File: config.mk
export PLATFORM = sky130hd
export DESIGN_NAME = fpu_unit
export DESIGN_NICKNAME = d
export VERILOG_FILES = /design/src/source/fpu_pkg.sv /design/src/source/fpu_dispatch.sv /design/src/source/fsgnj.sv /design/src/source/fcomp.sv /design/src/source/itof.sv /design/src/source/ftoi.sv /design/src/source/fpu_unit.sv
export VERILOG_INCLUDE_DIRS = /design/src /design/src/source
export SDC_FILE = /design/constraint.sdc
export NUM_CORES = 1
export LEC_CHECK = 0
export BUFFER_PORTS_ARGS = -buffer_cell sky130_fd_sc_hd__buf_2
export CORE_MARGIN = 1
export CORE_UTILIZATION = 40
export CTS_BUF_LIST = sky130_fd_sc_hd__clkbuf_8
export DETAILED_ROUTE_END_ITERATION = 7
export GPL_TIMING_DRIVEN = 0
export SETUP_SLACK_MARGIN = 0.02
export SLEW_MARGIN = 10
export SYNTH_ARGS = -nofsm -noshare
export SYNTH_HDL_FRONTEND = slang
export SYNTH_SLANG_ARGS = --single-unit
File: constraint.sdc
create_clock -name clk -period 4.5 [get_ports clk]
set_clock_uncertainty 0.1 [all_clocks]
set_input_delay 0.225 -clock clk [delete_from_list [all_inputs] [get_ports clk]]
set_output_delay 0.225 -clock clk [all_outputs]
set_load 0.01 [all_outputs]
File: src/source/fpu_settings.svh
`ifndef FPU_SETTINGS_SVH
`define FPU_SETTINGS_SVH

// field widths
`define LEN_WORD  32
`define LEN_FUNC3 3
`define LEN_FUNC7 7

// func7 codes of the single-cycle class
`define FUNC7_FSGNJ 7'b0010000
`define FUNC7_FCOMP 7'b1010000
`define FUNC7_ITOF  7'b1101000
`define FUNC7_FTOI  7'b1100000
// float reg to int reg, int reg to float reg
`define FUNC7_FMVI  7'b1110000
`define FUNC7_IMVF  7'b1111000

// func3 for sign injection
`define FUNC3_SGNJ  3'd0
`define FUNC3_SGNJN 3'd1
`define FUNC3_SGNJX 3'd2

// func3 for compare
`define FUNC3_FLE   3'd0
`define FUNC3_FLT   3'd1
`define FUNC3_FEQ   3'd2

`endif

File: src/source/fpu_pkg.sv
`default_nettype none

`include "fpu_settings.svh"

package fpu_pkg;

    // one order as it arrives from the core
    typedef struct packed {
        logic [`LEN_FUNC7-1:0] func7;
        logic [`LEN_FUNC3-1:0] func3;
        logic [`LEN_WORD-1:0]  rs1;
        logic [`LEN_WORD-1:0]  rs2;
    } fpu_request_t;

    // single precision fields
    typedef struct packed {
        logic        sign;
        logic [7:0]  exp;
        logic [22:0] frac;
    } float_t;

    // decoded destination of an order
    typedef enum logic [2:0] {
        sel_sgnj,
        sel_comp,
        sel_itof,
        sel_ftoi,
        sel_move,
        sel_error
    } unit_sel_e;

endpackage

`default_nettype wire

File: src/source/fpu_dispatch.sv
`timescale 1ns/1ps
`default_nettype none

`include "fpu_settings.svh"

module fpu_dispatch
    import fpu_pkg::*;
(
    input  wire                  clk,
    input  wire                  arst_n,
    input  wire                  order,
    input  wire fpu_request_t    request,
    output logic                 accepted,
    output logic                 done,
    output logic [`LEN_WORD-1:0] rd,
    output logic                 sgnj_order,
    output logic                 comp_order,
    output logic                 itof_order,
    output logic                 ftoi_order,
    input  wire                  sgnj_done,
    input  wire                  comp_done,
    input  wire                  itof_done,
    input  wire                  ftoi_done,
    input  wire [`LEN_WORD-1:0]  sgnj_rd,
    input  wire [`LEN_WORD-1:0]  comp_rd,
    input  wire [`LEN_WORD-1:0]  itof_rd,
    input  wire [`LEN_WORD-1:0]  ftoi_rd
);

    unit_sel_e            sel;
    logic                 busy;
    logic                 move_done;
    logic                 error_done;
    logic [`LEN_WORD-1:0] rd_buf;
    logic [`LEN_WORD-1:0] next_rd;

    // unknown func7 or func3 falls through to the error path
    always_comb begin
        case (request.func7)
            `FUNC7_FSGNJ: sel = (request.func3 <= `FUNC3_SGNJX) ? sel_sgnj : sel_error;
            `FUNC7_FCOMP: sel = (request.func3 <= `FUNC3_FEQ) ? sel_comp : sel_error;
            `FUNC7_ITOF:  sel = sel_itof;
            `FUNC7_FTOI:  sel = sel_ftoi;
            `FUNC7_FMVI,
            `FUNC7_IMVF:  sel = sel_move;
            default:      sel = sel_error;
        endcase
    end

    assign accepted   = order & ~busy;
    assign sgnj_order = accepted & (sel == sel_sgnj);
    assign comp_order = accepted & (sel == sel_comp);
    assign itof_order = accepted & (sel == sel_itof);
    assign ftoi_order = accepted & (sel == sel_ftoi);
    // moves and errors finish in the accept cycle
    assign move_done  = accepted & (sel == sel_move);
    assign error_done = accepted & (sel == sel_error);

    assign done = sgnj_done | comp_done | itof_done | ftoi_done | move_done | error_done;

    always_comb begin
        if (sgnj_done)
            next_rd = sgnj_rd;
        else if (comp_done)
            next_rd = comp_rd;
        else if (itof_done)
            next_rd = itof_rd;
        else if (ftoi_done)
            next_rd = ftoi_rd;
        else if (move_done)
            next_rd = request.rs1;
        else if (error_done)
            next_rd = '0;
        else
            next_rd = rd_buf;
    end

    assign rd = next_rd;

    always_ff @(posedge clk or negedge arst_n) begin
        if (!arst_n) begin
            busy   <= 1'b0;
            rd_buf <= '0;
        end else begin
            busy   <= ~done & (busy | accepted);
            rd_buf <= next_rd;
        end
    end

    a_one_done: assert property (@(posedge clk) disable iff (!arst_n)
        $onehot0({sgnj_done, comp_done, itof_done, ftoi_done, move_done, error_done}));

    // no new order while a two-stage unit is still working
    a_hold_off: assert property (@(posedge clk) disable iff (!arst_n)
        (itof_order || ftoi_order) |=> !accepted ##1 !accepted);

    a_lat_one: assert property (@(posedge clk) disable iff (!arst_n)
        (sgnj_order || comp_order) |=> (sgnj_done || comp_done));

    a_lat_two: assert property (@(posedge clk) disable iff (!arst_n)
        (itof_order || ftoi_order) |=> ##1 (itof_done || ftoi_done));

endmodule

`default_nettype wire

File: src/source/fsgnj.sv
`timescale 1ns/1ps
`default_nettype none

`include "fpu_settings.svh"

module fsgnj
    import fpu_pkg::*;
(
    input  wire                  clk,
    input  wire                  arst_n,
    input  wire                  order,
    input  wire [`LEN_FUNC3-1:0] func3,
    input  wire [`LEN_WORD-1:0]  rs1,
    input  wire [`LEN_WORD-1:0]  rs2,
    output logic                 done,
    output logic [`LEN_WORD-1:0] rd
);

    float_t op_a;
    float_t op_b;
    logic   sign;

    assign op_a = rs1;
    assign op_b = rs2;

    always_comb begin
        case (func3)
            `FUNC3_SGNJN: sign = ~op_b.sign;
            `FUNC3_SGNJX: sign = op_a.sign ^ op_b.sign;
            default:      sign = op_b.sign;
        endcase
    end

    always_ff @(posedge clk or negedge arst_n) begin
        if (!arst_n)
            done <= 1'b0;
        else
            done <= order;
    end

    // magnitude of rs1 is kept as is
    always_ff @(posedge clk) begin
        if (order)
            rd <= {sign, op_a.exp, op_a.frac};
    end

endmodule

`default_nettype wire

File: src/source/fcomp.sv
`timescale 1ns/1ps
`default_nettype none

`include "fpu_settings.svh"

module fcomp
    import fpu_pkg::*;
(
    input  wire                  clk,
    input  wire                  arst_n,
    input  wire                  order,
    input  wire [`LEN_FUNC3-1:0] func3,
    input  wire [`LEN_WORD-1:0]  rs1,
    input  wire [`LEN_WORD-1:0]  rs2,
    output logic                 done,
    output logic [`LEN_WORD-1:0] rd
);

    float_t op_a;
    float_t op_b;
    logic   any_nan;
    logic   both_zero;
    logic   eq;
    logic   lt;
    logic   hit;

    assign op_a = rs1;
    assign op_b = rs2;

    assign any_nan = ((&op_a.exp) && (|op_a.frac)) || ((&op_b.exp) && (|op_b.frac));
    // +0 and -0 compare equal
    assign both_zero = ({op_a.exp, op_a.frac} == '0) && ({op_b.exp, op_b.frac} == '0);
    assign eq = both_zero || (rs1 == rs2);

    // sign first, then magnitude, reversed for negatives
    always_comb begin
        if (op_a.sign != op_b.sign)
            lt = op_a.sign && !both_zero;
        else if (op_a.sign)
            lt = {op_a.exp, op_a.frac} > {op_b.exp, op_b.frac};
        else
            lt = {op_a.exp, op_a.frac} < {op_b.exp, op_b.frac};
    end

    always_comb begin
        case (func3)
            `FUNC3_FEQ: hit = eq;
            `FUNC3_FLT: hit = lt;
            default:    hit = lt | eq;
        endcase
    end

    always_ff @(posedge clk or negedge arst_n) begin
        if (!arst_n)
            done <= 1'b0;
        else
            done <= order;
    end

    always_ff @(posedge clk) begin
        if (order)
            rd <= {{(`LEN_WORD-1){1'b0}}, hit & ~any_nan};
    end

    // dispatcher only routes the three compare codes here
    a_known_func3: assert property (@(posedge clk) disable iff (!arst_n)
        order |-> func3 inside {`FUNC3_FLE, `FUNC3_FLT, `FUNC3_FEQ});

endmodule

`default_nettype wire

File: src/source/itof.sv
`timescale 1ns/1ps
`default_nettype none

`include "fpu_settings.svh"

module itof
    import fpu_pkg::*;
(
    input  wire                  clk,
    input  wire                  arst_n,
    input  wire                  order,
    input  wire [`LEN_WORD-1:0]  rs1,
    output logic                 done,
    output logic [`LEN_WORD-1:0] rd
);

    logic [`LEN_WORD-1:0] abs_val;
    logic [4:0]           lz;
    logic                 s1_valid;
    logic                 s1_sign;
    logic                 s1_zero;
    logic [`LEN_WORD-1:0] s1_abs;
    logic [4:0]           s1_lz;
    logic [`LEN_WORD-2:0] norm;
    logic                 round_up;
    float_t               res;

    // min int stays 0x80000000 as an unsigned magnitude
    assign abs_val = rs1[`LEN_WORD-1] ? ~rs1 + 1'b1 : rs1;

    // last hit is the highest set bit
    always_comb begin
        lz = '0;
        for (int i = 0; i < `LEN_WORD; i++) begin
            if (abs_val[i])
                lz = 5'(`LEN_WORD - 1 - i);
        end
    end

    // leading one shifted out of bit 30, only the fraction is left
    assign norm     = 31'(s1_abs << s1_lz);
    assign round_up = norm[7] & ((|norm[6:0]) | norm[8]);

    // carry of the rounding ripples into the exponent
    always_comb begin
        res.sign = s1_sign;
        {res.exp, res.frac} = {8'd158 - {3'b0, s1_lz}, norm[30:8]} + 31'(round_up);
        if (s1_zero)
            res = '0;
    end

    always_ff @(posedge clk or negedge arst_n) begin
        if (!arst_n) begin
            s1_valid <= 1'b0;
            done     <= 1'b0;
        end else begin
            s1_valid <= order;
            done     <= s1_valid;
        end
    end

    always_ff @(posedge clk) begin
        if (order) begin
            s1_sign <= rs1[`LEN_WORD-1];
            s1_zero <= (rs1 == '0);
            s1_abs  <= abs_val;
            s1_lz   <= lz;
        end
        if (s1_valid)
            rd <= res;
    end

endmodule

`default_nettype wire

File: src/source/ftoi.sv
`timescale 1ns/1ps
`default_nettype none

`include "fpu_settings.svh"

module ftoi
    import fpu_pkg::*;
(
    input  wire                  clk,
    input  wire                  arst_n,
    input  wire                  order,
    input  wire [`LEN_WORD-1:0]  rs1,
    output logic                 done,
    output logic [`LEN_WORD-1:0] rd
);

    float_t               op;
    logic                 is_nan;
    logic                 big;
    logic                 s1_valid;
    logic                 s1_sign;
    logic                 s1_sat_pos;
    logic                 s1_sat_neg;
    logic                 s1_small;
    logic [23:0]          s1_sig;
    logic [4:0]           s1_shift;
    logic [`LEN_WORD-1:0] mag;
    logic [`LEN_WORD-1:0] result;

    assign op     = rs1;
    assign is_nan = (&op.exp) && (|op.frac);
    // magnitude at or above 2^31, infinities included
    assign big    = op.exp >= 8'd158;

    // leading one sits at bit 31, shift right by 31 - unbiased exp
    assign mag = {s1_sig, 8'b0} >> s1_shift;

    always_comb begin
        if (s1_sat_pos)
            result = {1'b0, {(`LEN_WORD-1){1'b1}}};
        else if (s1_sat_neg)
            result = {1'b1, {(`LEN_WORD-1){1'b0}}};
        else if (s1_small)
            result = '0;
        else
            result = s1_sign ? ~mag + 1'b1 : mag;
    end

    always_ff @(posedge clk or negedge arst_n) begin
        if (!arst_n) begin
            s1_valid <= 1'b0;
            done     <= 1'b0;
        end else begin
            s1_valid <= order;
            done     <= s1_valid;
        end
    end

    always_ff @(posedge clk) begin
        if (order) begin
            s1_sign    <= op.sign;
            s1_sat_pos <= is_nan | (big & ~op.sign);
            s1_sat_neg <= big & op.sign & ~is_nan;
            s1_small   <= op.exp < 8'd127;
            s1_sig     <= {1'b1, op.frac};
            s1_shift   <= 5'(8'd158 - op.exp);
        end
        if (s1_valid)
            rd <= result;
    end

endmodule

`default_nettype wire

File: src/source/fpu_unit.sv
`timescale 1ns/1ps
`default_nettype none

`include "fpu_settings.svh"

module fpu_unit
    import fpu_pkg::*;
(
    input  wire                 clk,
    input  wire                 arst_n,
    input  wire                 order,
    input  wire fpu_request_t   request,
    output wire                 accepted,
    output wire                 done,
    output wire [`LEN_WORD-1:0] rd
);

    wire                 sgnj_order;
    wire                 comp_order;
    wire                 itof_order;
    wire                 ftoi_order;
    wire                 sgnj_done;
    wire                 comp_done;
    wire                 itof_done;
    wire                 ftoi_done;
    wire [`LEN_WORD-1:0] sgnj_rd;
    wire [`LEN_WORD-1:0] comp_rd;
    wire [`LEN_WORD-1:0] itof_rd;
    wire [`LEN_WORD-1:0] ftoi_rd;

    fpu_dispatch i_dispatch (
        .clk        (clk),
        .arst_n     (arst_n),
        .order      (order),
        .request    (request),
        .accepted   (accepted),
        .done       (done),
        .rd         (rd),
        .sgnj_order (sgnj_order),
        .comp_order (comp_order),
        .itof_order (itof_order),
        .ftoi_order (ftoi_order),
        .sgnj_done  (sgnj_done),
        .comp_done  (comp_done),
        .itof_done  (itof_done),
        .ftoi_done  (ftoi_done),
        .sgnj_rd    (sgnj_rd),
        .comp_rd    (comp_rd),
        .itof_rd    (itof_rd),
        .ftoi_rd    (ftoi_rd)
    );

    // operands go straight from the request
    fsgnj i_fsgnj (
        .clk    (clk),
        .arst_n (arst_n),
        .order  (sgnj_order),
        .func3  (request.func3),
        .rs1    (request.rs1),
        .rs2    (request.rs2),
        .done   (sgnj_done),
        .rd     (sgnj_rd)
    );

    fcomp i_fcomp (
        .clk    (clk),
        .arst_n (arst_n),
        .order  (comp_order),
        .func3  (request.func3),
        .rs1    (request.rs1),
        .rs2    (request.rs2),
        .done   (comp_done),
        .rd     (comp_rd)
    );

    itof i_itof (
        .clk    (clk),
        .arst_n (arst_n),
        .order  (itof_order),
        .rs1    (request.rs1),
        .done   (itof_done),
        .rd     (itof_rd)
    );

    ftoi i_ftoi (
        .clk    (clk),
        .arst_n (arst_n),
        .order  (ftoi_order),
        .rs1    (request.rs1),
        .done   (ftoi_done),
        .rd     (ftoi_rd)
    );

endmodule

`default_nettype wire

==> reports/results.ini <==
[routing]
drt_iter0_drc=1226
ant_nets=0
dr.pass1.iters=5
wire_per_inst_um=24.77
drc=0
viasPerCell=6.101
vias=13670
drt-total-wl_um=55520

[place]
dpl-instance-area_mm2=0.01659
pre_cts_slack_ns=-0.3535
io_buffers=110
place_congestion=0.9746
place_hpwl_um=41830

[yosys]
synth_area_mm2=0.01531
synth.distinct_cells=100
synth_nets=1624
synth_top_area_cell=edfxtp_1
synth_top_family_by_area=compound AO/OA/AOI/OAI gates
synth_adder_area_share=0.03351
synth_mux_area_frac=0.1393
synth-edff-count=167
synthSimpleGateAreaFrac=0.1518
synth-seq-cells=206
synth_ff_type=edfxtp_1
synth_area_leaders=edfxtp_1 (33%), dfrtp_1 (6.4%), mux4_2 (5.9%)
synthCells=1506
async_flop_share=0.1893
syn_area_per_cell_um2=10.17
synth_seq_area_share=0.3913
ys_warn_count=0
synth-compound-area-share=0.1818
synth-xor-area-share=0.04691
synth_top_area_frac=0.3276

[cts]
root_buffer=clkbuf_8
htree_levels=2
cts_inserted_buffers=37
cts_num_sinks=206
clock_latency_ns=0.56
cts.path.max_buffers=3
path_clk_slew_ns=0.07
cts_tree=yes

[worst_setup_path]
start_kind=flip-flop
cp_num_buf_inv=4
cp_max_fo=10
rrSetupSlack_ns=0.26
crit_required_ns=4.71
crit_family=compound AO/OA/AOI/OAI gates
critPathArrivalTime_ns=4.45
cp_slowest_cell=a211oi_1
endpoint_kind=flip-flop
path_class=flip-flop to flip-flop
crit_chain=buf_4 -> clkbuf_4 -> buf_2 -> nor3b_1 -> a2111oi_0 -> a211oi_1 -> a211o_1 -> nand2_1 -> or3_1 -> clkbuf_1 -> nor3_1 -> a21boi_0 -> o311ai_1
critical-path-max-stage-delay_ns=0.51

[floorplanning]
coreArea_mm2=0.03767
ios=111
die_height_um=197.6
rows=71
die-area_mm2=0.03906
start_util=0.4065
fp.dieW_um=197.6

[global_route]
grt_max_degree=40
grt_pass1_vias=13260
grt_pass1_wl_um=83390
grt_use_total=0.2862
gr-total-overflow=0
antenna_found_initial=2

[power_and_ir_drop]
leakage_uw=0.006690
powerDensity_mw_per_mm2=246.7
ir_worst_vdd_v=0.0001583

[sta]
hold_ws_ns=0.01458
setup_tns_ns=0
maxSlewViolCount=0
maxSlewHeadroom=0.3576
rsz0062_at_grt=false
finalSetupViolations=0
period_share=0.9428
hold_viol=0
setup_ws_ns=0.2575
period_needed_ns=4.242
worstMarginPinSlew_ns=0.9636
fmax_mhz=235.7

[worst_hold_path]
hold_path_class=input pin to flip-flop

[finish]
post-route-util=0.4730
final_area_mm2=0.01782
fin_nets=1817
syn_to_final_growth_pct=16.38
drive_above_1_share=0.1916
fillers=3625

[run_status]
status=finished clean

[job]
max-cap-violations=0

-- worst reg2reg max path: stages (launching register included) --
cell	delay (ns)
edfxtp_1	0.39
buf_4	0.23
clkbuf_4	0.26
buf_2	0.27
nor3b_1	0.21
a2111oi_0	0.09
a211oi_1	0.51
a211o_1	0.29
nand2_1	0.09
or3_1	0.43
clkbuf_1	0.28
nor3_1	0.31
a21boi_0	0.13
o311ai_1	0.41
-- Yosys cell counts, types with 17 or more instances --
cell	instances
nand2_1	108
a21oi_1	79
nor2_1	126
xnor2_1	44
a21o_1	17
nor4_1	17
inv_1	66
nor3_1	43
o21ai_0	102
mux4_2	40
xor2_1	38
clkbuf_1	67
nand3_1	30
mux2_2	24
mux2i_1	41
o31ai_1	20
dfrtp_1	39
a22o_1	35
edfxtp_1	167
ha_1	41
a22oi_1	39
mux4_1	21
-- where the power goes --
group / total, µW / switching, µW / internal, µW / leakage (µW)
clock network: 1840 / 836 / 1010 / 0.000429
logic: 468 / 297 / 171 / 0.00423
registers: 2080 / 7.61 / 2080 / 0.00203
-- path summary, 6_finish.rpt --
| path | startpoint | endpoint | cells after the start |
|---|---|---|---|
| setup / recovery | i_ftoi.s1_shift[0] | i_ftoi.rd[25] | 13 |
| hold / removal | request[37] | i_ftoi.s1_sig[5] | 1 |
| setup reg to reg | i_ftoi.s1_shift[0] | i_ftoi.rd[25] | 13 |
| hold reg to reg | i_fsgnj.rd[3] | i_dispatch.rd_buf[3] | 1 |
| max in group asynchronous | arst_n | i_itof.s1_valid | 2 |
| min in group asynchronous | arst_n | i_dispatch.rd_buf[15] | 2 |
-- layout make-up --
class	instances	area, µm²	area share
antenna	2	5.005	0.0002809
clock buffer	40	550.5	0.03090
buffer	103	593.1	0.03329
multi-input combinational	1125	8554	0.4801
clock inverter	28	215.2	0.01208
tap	511	639.4	0.03588
timing repair buffer	156	999.7	0.05611
inverter	70	266.5	0.01496
sequential	206	5993	0.3364
-- per-stage QoR --
| step | cells | power (µW) |
|---|---|---|
| 5_1_grt | 2239 | 4535 |
| 3_5_place_dp | 2133 | 2561 |
| 3_3_place_gp | 2127 | 2555 |
| 2_1_floorplan | 1506 | 2355 |
| 6_report | 2241 | 4395 |
| 4_1_cts | 2232 | 4416 |
-- cells in the final DEF, fill, tap and decap left out, types with 41 or more instances in the layout --
cell	instances
nand2_1	108
inv_1	77
clkbuf_1	60
o21ai_0	100
xnor2_1	44
nor2_1	125
edfxtp_1	167
ha_1	41
a21oi_1	79
buf_2	114
nor3_1	41
clkbuf_8	51
-- layer usage --
layer,routed length [µm],share of wire,global-route usage,vias to the layer above
li1,-,-,-,6165
met1,22760,0.41,0.3659,6754
met2,27030,0.49,0.4883,611
met3,3482,0.063,0.03756,138
met4,2223,0.040,0.1160,4
met5,26,0.00047,0,-
-- logic make-up after synthesis --
family / after synthesis
AOI/OAI and AO/OA: 417
xor gates and xnor gates: 82
adders and majority gates: 41
buffers and inverters: 175
DFF: 206
muxes: 126
and+or+nand+nor: 459
-- what timing repair did --
item                                    4_1_cts  5_1_grt
pin swaps                                     1        1
buffers inserted                              2        8
endpoints found under the hold margin        89        0
resized for setup                             9       20
hold buffers                                 30        0
endpoints found under the setup margin       21       23
-- sequential cells by signal, summed over array words and instances (netlist names), 5 cells and up --
name	flops
i_fsgnj.rd	32
i_ftoi.s1_shift	5
i_itof.rd	32
i_dispatch.rd_buf	32
i_ftoi.rd	32
i_itof.s1_abs	31
i_itof.s1_lz	5
i_ftoi.s1_sig	23
Note: power is estimated with default switching activity, not from simulation.
